[src/hdl/ctrlPkg.sv]
`default_nettype none

package ctrlPkg;

    typedef logic [2:0] aluOp_t;
    typedef logic [1:0] aluSrcA_t;
    typedef logic [2:0] aluSrcB_t;
    typedef logic [1:0] regDst_t;
    typedef logic [2:0] wbSel_t;
    typedef logic [2:0] pcSrc_t;
    typedef logic [1:0] cause_t;

    // Zero leaves the ALU idle
    localparam aluOp_t ALU_ADD = 3'd1;
    localparam aluOp_t ALU_SUB = 3'd2;
    localparam aluOp_t ALU_AND = 3'd3;

    localparam aluSrcA_t SRCA_PC   = 2'd0;
    localparam aluSrcA_t SRCA_REGA = 2'd2;

    localparam aluSrcB_t SRCB_REGB = 3'd0;
    localparam aluSrcB_t SRCB_FOUR = 3'd1;
    localparam aluSrcB_t SRCB_IMM  = 3'd2;

    localparam regDst_t DST_RT = 2'd0;
    localparam regDst_t DST_RD = 2'd1;

    localparam wbSel_t WB_ALUOUT = 3'd3;

    localparam pcSrc_t PCS_ALU    = 3'd2;
    localparam pcSrc_t PCS_VECTOR = 3'd3;

    localparam cause_t CAUSE_OPCODE   = 2'd0;
    localparam cause_t CAUSE_OVERFLOW = 2'd1;

    // Everything the datapath sees in one cycle
    typedef struct packed {
        logic     irWrite;
        logic     pcWrite;
        logic     epcWrite;
        logic     regWrite;
        logic     writeA;
        logic     writeB;
        logic     aluOutWrite;
        cause_t   causeCtrl;
        regDst_t  regDst;
        wbSel_t   memToReg;
        aluSrcA_t aluSrcA;
        aluSrcB_t aluSrcB;
        aluOp_t   aluOp;
        pcSrc_t   pcSource;
    } controlWord_t;

    typedef enum logic [2:0] {
        stReset,
        stFetch,
        stDecode,
        stExec,
        stTrap
    } cuState_t;

    typedef logic [2:0] step_t;

    // Phase lengths in clock cycles
    localparam int FETCH_CYCLES  = 4;
    localparam int DECODE_CYCLES = 2;
    localparam int EXEC_CYCLES   = 3;
    localparam int TRAP_CYCLES   = 2;

endpackage

`default_nettype wire

[src/hdl/isaPkg.sv]
`default_nettype none

package isaPkg;

    // Instruction word fields
    typedef logic [5:0] opcode_t;
    typedef logic [5:0] funct_t;

    localparam opcode_t OP_RTYPE = 6'd0;
    localparam opcode_t OP_ADDI  = 6'd8;
    localparam opcode_t OP_ADDIU = 6'd9;

    // R-type function codes
    localparam funct_t FN_ADD = 6'd32;
    localparam funct_t FN_SUB = 6'd34;
    localparam funct_t FN_AND = 6'd36;

    // One decoded class per supported operation
    typedef enum logic [2:0] {
        iAdd,
        iSub,
        iAnd,
        iAddi,
        iAddiu,
        iIllegal
    } instrClass_t;

endpackage

`default_nettype wire
[src/hdl/controlUnit.sv]
`timescale 1ns/100ps
`default_nettype none

module controlUnit (
    input  logic                  clk,
    input  logic                  reset,
    input  isaPkg::opcode_t       opcode,
    input  isaPkg::funct_t        funct,
    input  logic                  overflow,
    output ctrlPkg::controlWord_t ctrl,
    output logic                  resetOut
);

    import isaPkg::*;
    import ctrlPkg::*;

    instrClass_t instrClass;
    instrClass_t execClass;
    cuState_t    state;
    step_t       step;
    cause_t      trapCause;

    instrDecoder decoder_i (
        .opcode     (opcode),
        .funct      (funct),
        .instrClass (instrClass)
    );

    controlSequencer sequencer_i (
        .clk        (clk),
        .reset      (reset),
        .instrClass (instrClass),
        .overflow   (overflow),
        .state      (state),
        .step       (step),
        .execClass  (execClass),
        .trapCause  (trapCause),
        .resetOut   (resetOut)
    );

    // Moore outputs from registered sequencer state
    controlEncoder encoder_i (
        .state     (state),
        .step      (step),
        .execClass (execClass),
        .trapCause (trapCause),
        .ctrl      (ctrl)
    );

endmodule

`default_nettype wire

[src/hdl/controlEncoder.sv]
`timescale 1ns/100ps
`default_nettype none

module controlEncoder (
    input  ctrlPkg::cuState_t     state,
    input  ctrlPkg::step_t        step,
    input  isaPkg::instrClass_t   execClass,
    input  ctrlPkg::cause_t       trapCause,
    output ctrlPkg::controlWord_t ctrl
);

    import isaPkg::*;
    import ctrlPkg::*;

    logic   immOperand;
    aluOp_t classAluOp;

    // I-type forms take the immediate and write rt
    assign immOperand = (execClass == iAddi) || (execClass == iAddiu);

    always_comb begin
        case (execClass)
            iSub: begin
                classAluOp = ALU_SUB;
            end
            iAnd: begin
                classAluOp = ALU_AND;
            end
            default: begin
                classAluOp = ALU_ADD;
            end
        endcase
    end

    always_comb begin
        ctrl = '0;
        case (state)
            stFetch: begin
                // PC + 4 computed while memory settles
                ctrl.aluSrcA  = SRCA_PC;
                ctrl.aluSrcB  = SRCB_FOUR;
                ctrl.aluOp    = ALU_ADD;
                ctrl.pcSource = PCS_ALU;
                if (step == step_t'(FETCH_CYCLES - 1)) begin
                    ctrl.irWrite = 1'b1;
                    ctrl.pcWrite = 1'b1;
                end
            end
            stDecode: begin
                ctrl.writeA      = 1'b1;
                ctrl.writeB      = 1'b1;
                ctrl.aluOutWrite = 1'b1;
                ctrl.aluSrcA     = SRCA_PC;
                ctrl.aluSrcB     = SRCB_REGB;
                ctrl.aluOp       = ALU_ADD;
            end
            stExec: begin
                case (step)
                    step_t'(0): begin
                        ctrl.aluOutWrite = 1'b1;
                        ctrl.aluSrcA     = SRCA_REGA;
                        ctrl.aluSrcB     = immOperand ? SRCB_IMM : SRCB_REGB;
                        ctrl.aluOp       = classAluOp;
                    end
                    step_t'(2): begin
                        ctrl.regWrite = 1'b1;
                        ctrl.memToReg = WB_ALUOUT;
                        ctrl.regDst   = immOperand ? DST_RT : DST_RD;
                    end
                    default: begin
                        // Idle while overflow is sampled
                        ctrl = '0;
                    end
                endcase
            end
            stTrap: begin
                if (step == step_t'(0)) begin
                    ctrl.epcWrite  = 1'b1;
                    ctrl.causeCtrl = trapCause;
                end else begin
                    ctrl.pcWrite  = 1'b1;
                    ctrl.pcSource = PCS_VECTOR;
                end
            end
            default: begin
                ctrl = '0;
            end
        endcase
    end

endmodule

`default_nettype wire

[src/hdl/controlSequencer.sv]
`timescale 1ns/100ps
`default_nettype none

module controlSequencer (
    input  logic                clk,
    input  logic                reset,
    input  isaPkg::instrClass_t instrClass,
    input  logic                overflow,
    output ctrlPkg::cuState_t   state,
    output ctrlPkg::step_t      step,
    output isaPkg::instrClass_t execClass,
    output ctrlPkg::cause_t     trapCause,
    output logic                resetOut
);

    import isaPkg::*;
    import ctrlPkg::*;

    cuState_t nextState;
    step_t    lastStep;
    logic     phaseDone;
    logic     overflowTrap;
    logic     decodeDone;

    // Final step of the running phase
    always_comb begin
        case (state)
            stFetch:  lastStep = step_t'(FETCH_CYCLES - 1);
            stDecode: lastStep = step_t'(DECODE_CYCLES - 1);
            stExec:   lastStep = step_t'(EXEC_CYCLES - 1);
            stTrap:   lastStep = step_t'(TRAP_CYCLES - 1);
            default:  lastStep = '0;
        endcase
    end

    assign phaseDone  = (step == lastStep);
    assign decodeDone = (state == stDecode) && phaseDone;

    // ALU result is checked one cycle after the execute operation
    assign overflowTrap = (state == stExec) && (step == step_t'(1)) && overflow &&
                          (execClass inside {iAdd, iSub, iAddi});

    always_comb begin
        nextState = state;
        case (state)
            stReset: begin
                nextState = stFetch;
            end
            stFetch: begin
                if (phaseDone) begin
                    nextState = stDecode;
                end
            end
            stDecode: begin
                if (phaseDone) begin
                    nextState = (instrClass == iIllegal) ? stTrap : stExec;
                end
            end
            stExec: begin
                if (overflowTrap) begin
                    nextState = stTrap;
                end else if (phaseDone) begin
                    nextState = stFetch;
                end
            end
            stTrap: begin
                if (phaseDone) begin
                    nextState = stFetch;
                end
            end
            default: begin
                nextState = stReset;
            end
        endcase
    end

    // Every phase change restarts the step count
    always_ff @(posedge clk) begin
        if (reset) begin
            state <= stReset;
            step  <= '0;
        end else begin
            state <= nextState;
            if (nextState != state) begin
                step <= '0;
            end else begin
                step <= step + step_t'(1);
            end
        end
    end

    always_ff @(posedge clk) begin
        if (decodeDone) begin
            execClass <= instrClass;
            trapCause <= CAUSE_OPCODE;
        end else if (overflowTrap) begin
            trapCause <= CAUSE_OVERFLOW;
        end
    end

    assign resetOut = (state == stReset);

endmodule

`default_nettype wire

[src/hdl/instrDecoder.sv]
`timescale 1ns/100ps
`default_nettype none

module instrDecoder (
    input  isaPkg::opcode_t     opcode,
    input  isaPkg::funct_t      funct,
    output isaPkg::instrClass_t instrClass
);

    import isaPkg::*;

    always_comb begin
        instrClass = iIllegal;
        case (opcode)
            OP_RTYPE: begin
                // Only three R-type functions survive
                case (funct)
                    FN_ADD: begin
                        instrClass = iAdd;
                    end
                    FN_SUB: begin
                        instrClass = iSub;
                    end
                    FN_AND: begin
                        instrClass = iAnd;
                    end
                    default: begin
                        instrClass = iIllegal;
                    end
                endcase
            end
            OP_ADDI: begin
                instrClass = iAddi;
            end
            OP_ADDIU: begin
                instrClass = iAddiu;
            end
            default: begin
                instrClass = iIllegal;
            end
        endcase
    end

endmodule

`default_nettype wire

[config.mk]
export PLATFORM = sky130hd
export DESIGN_NAME = controlUnit
export DESIGN_NICKNAME = d
export VERILOG_FILES = /design/src/hdl/ctrlPkg.sv /design/src/hdl/isaPkg.sv /design/src/hdl/controlUnit.sv /design/src/hdl/controlEncoder.sv /design/src/hdl/controlSequencer.sv /design/src/hdl/instrDecoder.sv
export SDC_FILE = /design/constraint.sdc
export NUM_CORES = 1
export LEC_CHECK = 0
export ABC_AREA = 1
export BUFFER_PORTS_ARGS = -buffer_cell sky130_fd_sc_hd__buf_2
export CAP_MARGIN = 20
export CORE_MARGIN = 4
export CORE_UTILIZATION = 45
export DETAILED_ROUTE_END_ITERATION = 12
export PLACE_DENSITY = 0.84
export SLEW_MARGIN = 10
export SYNTH_ARGS = -nofsm -noshare
export SYNTH_HDL_FRONTEND = slang
export SYNTH_SLANG_ARGS = --single-unit
[constraint.sdc]
create_clock -name clk -period 3.05 [get_ports clk]
set_input_delay 0.305 -clock clk [delete_from_list [all_inputs] [get_ports clk]]
set_output_delay 0.305 -clock clk [all_outputs]
set_load 0.01 [all_outputs]
* Yosys cells after proc, flatten, opt, wreduce, memory -nomap -nowiden
Index checks and enable logic that the tools add are counted.
** Storage, ports and cells
- Flip-flop bits (word level) :: 10
- Bits of input ports :: 15
- Word-level logic and storage cells :: 65
** Operators by class
- Eq/ne operators :: 19
- Multiplexer cells :: 29
- Add/sub/neg operators :: 1
- Reductions and logical operators :: 12
** Operators with widths (count)
- $pmux 8 s3 :: 1
- $eq 3x2->1 const B :: 6
- $eq 6x6->1 const B :: 3
- $pmux 3 s3 :: 2
- $mux 3 :: 5
- $pmux 3 s5 :: 1
- $eq 6x4->1 const B :: 2
- $pmux 3 s2 :: 2
- $mux 5 :: 2
- $eq 3x1->1 const B :: 3
- $eq 3x3->1 const B :: 3
- $logic_not 3->1 :: 3
- $mux 1 :: 8
- $mux 2 :: 4
- $mux 8 :: 1
- $logic_not 6->1 :: 1
- $pmux 2 s3 :: 1
- $logic_and 1x1->1 :: 4
- $pmux 2 s2 :: 1
- $reduce_or 2->1 :: 2
- $add 3x1->3 const B :: 1
- $eq 3x2->1 :: 1
- $ne 3x3->1 :: 1
- $reduce_bool 3->1 :: 1
- other kinds (2) :: 2

* Longest topological paths before layout
- Depth after elaboration :: 9
- Gate-level depth with buffers :: 14

* Cells and area by module
A second synthesis with hierarchy kept.
** Unflattened totals
- Cell total of the unflattened synthesis :: 177
- Area, all modules :: 1106.1 um2
** By module, submodules not included
- controlSequencer :: area each 686.9 um2, times used 1, cells an instance 88
- controlEncoder :: area each 299.0 um2, times used 1, cells an instance 62
- instrDecoder :: area each 120.1 um2, times used 1, cells an instance 27

* Least setup slack after synthesis
No wires, ideal clock.
- Path type :: reg-to-reg
- From :: reg sequencer_i.state[2]
- To :: reg sequencer_i.step[0]
- Setup time :: 119 ps
- Stages on the path, launching flop included :: 14
- Arrival :: 1459 ps
- Data required time :: 2931 ps
- Setup slack :: 1472 ps
- Cell sequence :: dfxtp_1 -> inv_2 -> nand3_2 -> nand3_2 -> nand2_2 -> nand3_4 -> nor2_2 -> nand2_1 -> nand2_1 -> nand2_1 -> nand2_1 -> inv_1 -> nand3_2 -> nor2_1
** On the way
- Word-level cells in the longest chain between the ends :: 9
- Elaborated cells between the ends (all ways) :: 18
- Classes of those cells :: eq/ne: 6; mux: 6; reduce/logical: 6
** Ends and longest elaborated chain
- start, declared :: line controlSequencer.sv:9 : output ctrlPkg::cuState_t state,
- start signal, assigned :: line controlSequencer.sv:80 : state <= stReset;
- start signal, assigned :: line controlSequencer.sv:83 : state <= nextState;
- $eq 3x2->1 / $eq 3x3->1 (equally long branches) :: line controlSequencer.sv:27, controlSequencer.sv:45
- $reduce_or 2->1 (no line)
- $pmux 2 s3 :: line controlSequencer.sv:27 : case (state)
- $eq 3x2->1 :: line controlSequencer.sv:36 : assign phaseDone = (step == lastStep);
- $mux 3 :: line controlSequencer.sv:62, controlSequencer.sv:67
- $mux 3 :: line controlSequencer.sv:60 : if (overflowTrap) begin
- $pmux 3 s5 :: line controlSequencer.sv:45 : case (state)
- $ne 3x3->1 * :: line controlSequencer.sv:84 : if (nextState != state) begin
- $reduce_or 2->1 (no line) *
- end signal, assigned :: line controlSequencer.sv:87 : step <= step + step_t'(1);
- end, declared :: line controlSequencer.sv:10 : output ctrlPkg::step_t step,
Mark *: on every way between the ends. The rest lies on a longest branch, timed or not.
A chain may end at the register's enable or synchronous reset.

==> impl_metrics.py <==
metrics = {
    "clock_tree": {
        "cts_resized": 0,
        "insertion_delay_ns": 0.27,
        "root_buffer": "clkbuf_4",
        "cts_buffers": 3,
        "cts_setup_buffers": 0,
        "cts.path.max_buffers": 2,
        "cts_tree": "yes",
        "cts_sinks": 10,
        "htreeDepth": 1,
        "cts-hold-fix-buffers": 0,
        "path_clk_slew_ns": 0.07,
    },
    "die": {
        "num_rows": 16,
        "die_x_um": 54.5,
        "die_area_um2": 2970,
        "start_util": 0.487,
        "die_h_um": 54.5,
        "core_um2": 2000,
        "io_pins": 41,
    },
    "pwr": {
        "power_density_nw_per_um2": 788,
        "switchingPower_uw": 472,
        "p_int_uw": 433,
        "comb_power_share": 0.663,
        "p_leak_uw": 0.000650,
        "pwr-share-seq": 0.227,
        "netSwitchingFraction": 0.522,
        "p_clk_frac": 0.110,
        "ir_drop_v": 0.000421,
    },
    "global_route": {
        "grt_first_pass_wirelength_um": 3340,
        "grt.overflow.total": 0,
        "antenna_found_initial": 0,
        "grt_use_total": 0.155,
        "grt_max_degree": 10,
        "grt_pass1_vias": 853,
    },
    "setup_path": {
        "critPathLaunchType": "flop",
        "rrSetupSlack_ns": 1.24,
        "critical_path_class": "flop to output port",
        "worstPathMaxFanout": 5,
        "required_ns": 2.74,
        "end_kind": "output port",
        "cp.arrival_ns": 1.61,
    },
    "synth": {
        "synth_seq_cells": 10,
        "yosysSeqAreaShare": 0.236,
        "synthCells": 151,
        "avgSynthCellArea_um2": 6.45,
        "synth_cell_types": 27,
        "yosys_warnings": 0,
        "synth.cell_area_um2": 975,
    },
    "drt": {
        "dr.pass1.iters": 6,
        "antenna_left": 0,
        "wl_per_cell_um": 10.0,
        "drt_iter0_drc": 18,
        "vias": 992,
        "drc_errors": 0,
        "drt-total-wl_um": 2120,
        "via_per_inst": 4.70,
    },
    "timing": {
        "setup_viol": 0,
        "final.setup.tns_ns": 0,
        "timing.fmax_mhz": 522,
        "finalMaxSlewViolations": 0,
        "skew_ns": 0.00660,
        "period_needed_ns": 1.91,
        "hold_viol_final": 0,
        "finalCritPeriodShare": 0.628,
        "rsz0062_at_grt": "no",
    },
    "place": {
        "gp_congestion": 0.869,
        "portBuffers": 33,
        "place_hpwl_um": 1800,
    },
    "job": {
        "maxCapViolCount": 0,
    },
    "finish": {
        "area_growth_pct": 17.7,
        "diodes": 0,
        "layout_common_cells": "buf_2, nor2_1, inv_1, nand2_1, nand3_1",
        "fillerInstances": 199,
        "drive_above_1_share": 0.304,
        "final_util": 0.573,
        "layout_commonest_cell": "buf_2",
        "finalNetCount": 205,
    },
    "status": {
        "status": "finished, final reports clean",
    },
    "worst_hold_path": {
        "holdCritPathClass": "input port to flop",
    },
}
==> critical path, cell delays in order (launching register included) <==
cell,delay [ns]
dfxtp_1,0.36
inv_1,0.13
ha_1,0.15
nand2_1,0.10
inv_1,0.11
nor2_1,0.06
or2_2,0.28
buf_2,0.14
==> state kept, by name, summed over array words and instances, names as in the netlist <==
signal / count
sequencer_i.execClass: 3
sequencer_i.state: 3
sequencer_i.step: 3
sequencer_i.trapCause: 1
==> synth_stat cells <==
cell type / instances / area (um^2)
buf_4: 10 / 75.1
conb_1: 1 / 3.75
o22ai_1: 1 / 6.26
dfxtp_1: 7 / 140
nor2_1: 27 / 101
nand3_4: 1 / 17.5
or2_0: 1 / 6.26
edfxtp_1: 3 / 90.1
nand2_1: 23 / 86.3
nor2_4: 1 / 11.3
and2_1: 1 / 6.26
nor3_1: 1 / 5.00
a22oi_2: 1 / 12.5
inv_2: 3 / 11.3
nand4_2: 1 / 12.5
nor2_2: 2 / 12.5
inv_1: 26 / 97.6
nand3_1: 9 / 45.0
or2_2: 1 / 6.26
nand4_1: 3 / 18.8
o21ai_0: 5 / 25.0
a21oi_1: 6 / 30.0
nor4_1: 1 / 6.26
o21bai_1: 1 / 7.51
nand2_2: 6 / 37.5
ha_1: 5 / 62.6
nand3_2: 4 / 40.0
==> cells by family after synthesis <==
family | synth area share
flip-flops | 0.236
AND/OR/NAND/NOR | 0.424
buffers and inverters | 0.189
other | 0.00385
AO/OA/AOI/OAI | 0.0834
adder cells (fa/ha/maj) | 0.0642
==> layer usage <==
metal,share of wire,global-route usage,routed length (um)
met1,0.43,0.180,908
met2,0.48,0.279,1020
met3,0.073,0.00817,154
met4,0.017,0.0871,37
met5,0,0,0
==> cell type report <==
| class | count | area (um^2) | area share |
|---|---|---|---|
| clock buffer | 4 | 26.3 | 0.0229 |
| sequential | 10 | 230 | 0.201 |
| tap | 27 | 33.8 | 0.0294 |
| multi-input combinational | 108 | 583 | 0.508 |
| inverter | 29 | 109 | 0.0949 |
| timing repair buffer | 33 | 165 | 0.144 |
==> power by group through the flow <==
stage / clock network [uW] / registers, uW / logic (uW)
final: 99.2 / 206 / 600
after global routing: 103 / 214 / 675
after CTS: 102 / 206 / 603
after detailed placement: 0 / 209 / 601
after global placement: 0 / 207 / 580
after floorplan: 0 / 201 / 474
==> worst paths after layout <==
check	from	end	depth (start not counted)
max	sequencer_i.step[0]$_SDFF_PP0_	ctrl[23]	7
min	reset	sequencer_i.state[2]$_SDFF_PP0_	2
min reg2reg	sequencer_i.trapCause[0]$_SDFFE_PP0P_	sequencer_i.trapCause[0]$_SDFFE_PP0P_	2
max reg2reg	sequencer_i.state[2]$_SDFF_PP0_	sequencer_i.step[0]$_SDFF_PP0_	13
==> metrics by stage <==
| stage | total power, uW | cell area (um^2) | hold slack [ns] | worst slack, ns | std cells |
|---|---|---|---|---|---|
| after floorplan | 675 | 997 | 0.374 | 1.47 | 157 |
| after global placement | 786 | 1120 | 0.480 | 1.35 | 207 |
| after detailed placement | 810 | 1120 | 0.489 | 1.27 | 207 |
| after CTS | 910 | 1150 | 0.235 | 1.12 | 211 |
| after global routing | 992 | 1150 | 0.259 | 1.03 | 211 |
| final | 905 | 1150 | 0.245 | 1.14 | 211 |
Power figures use the tool's default switching activity.
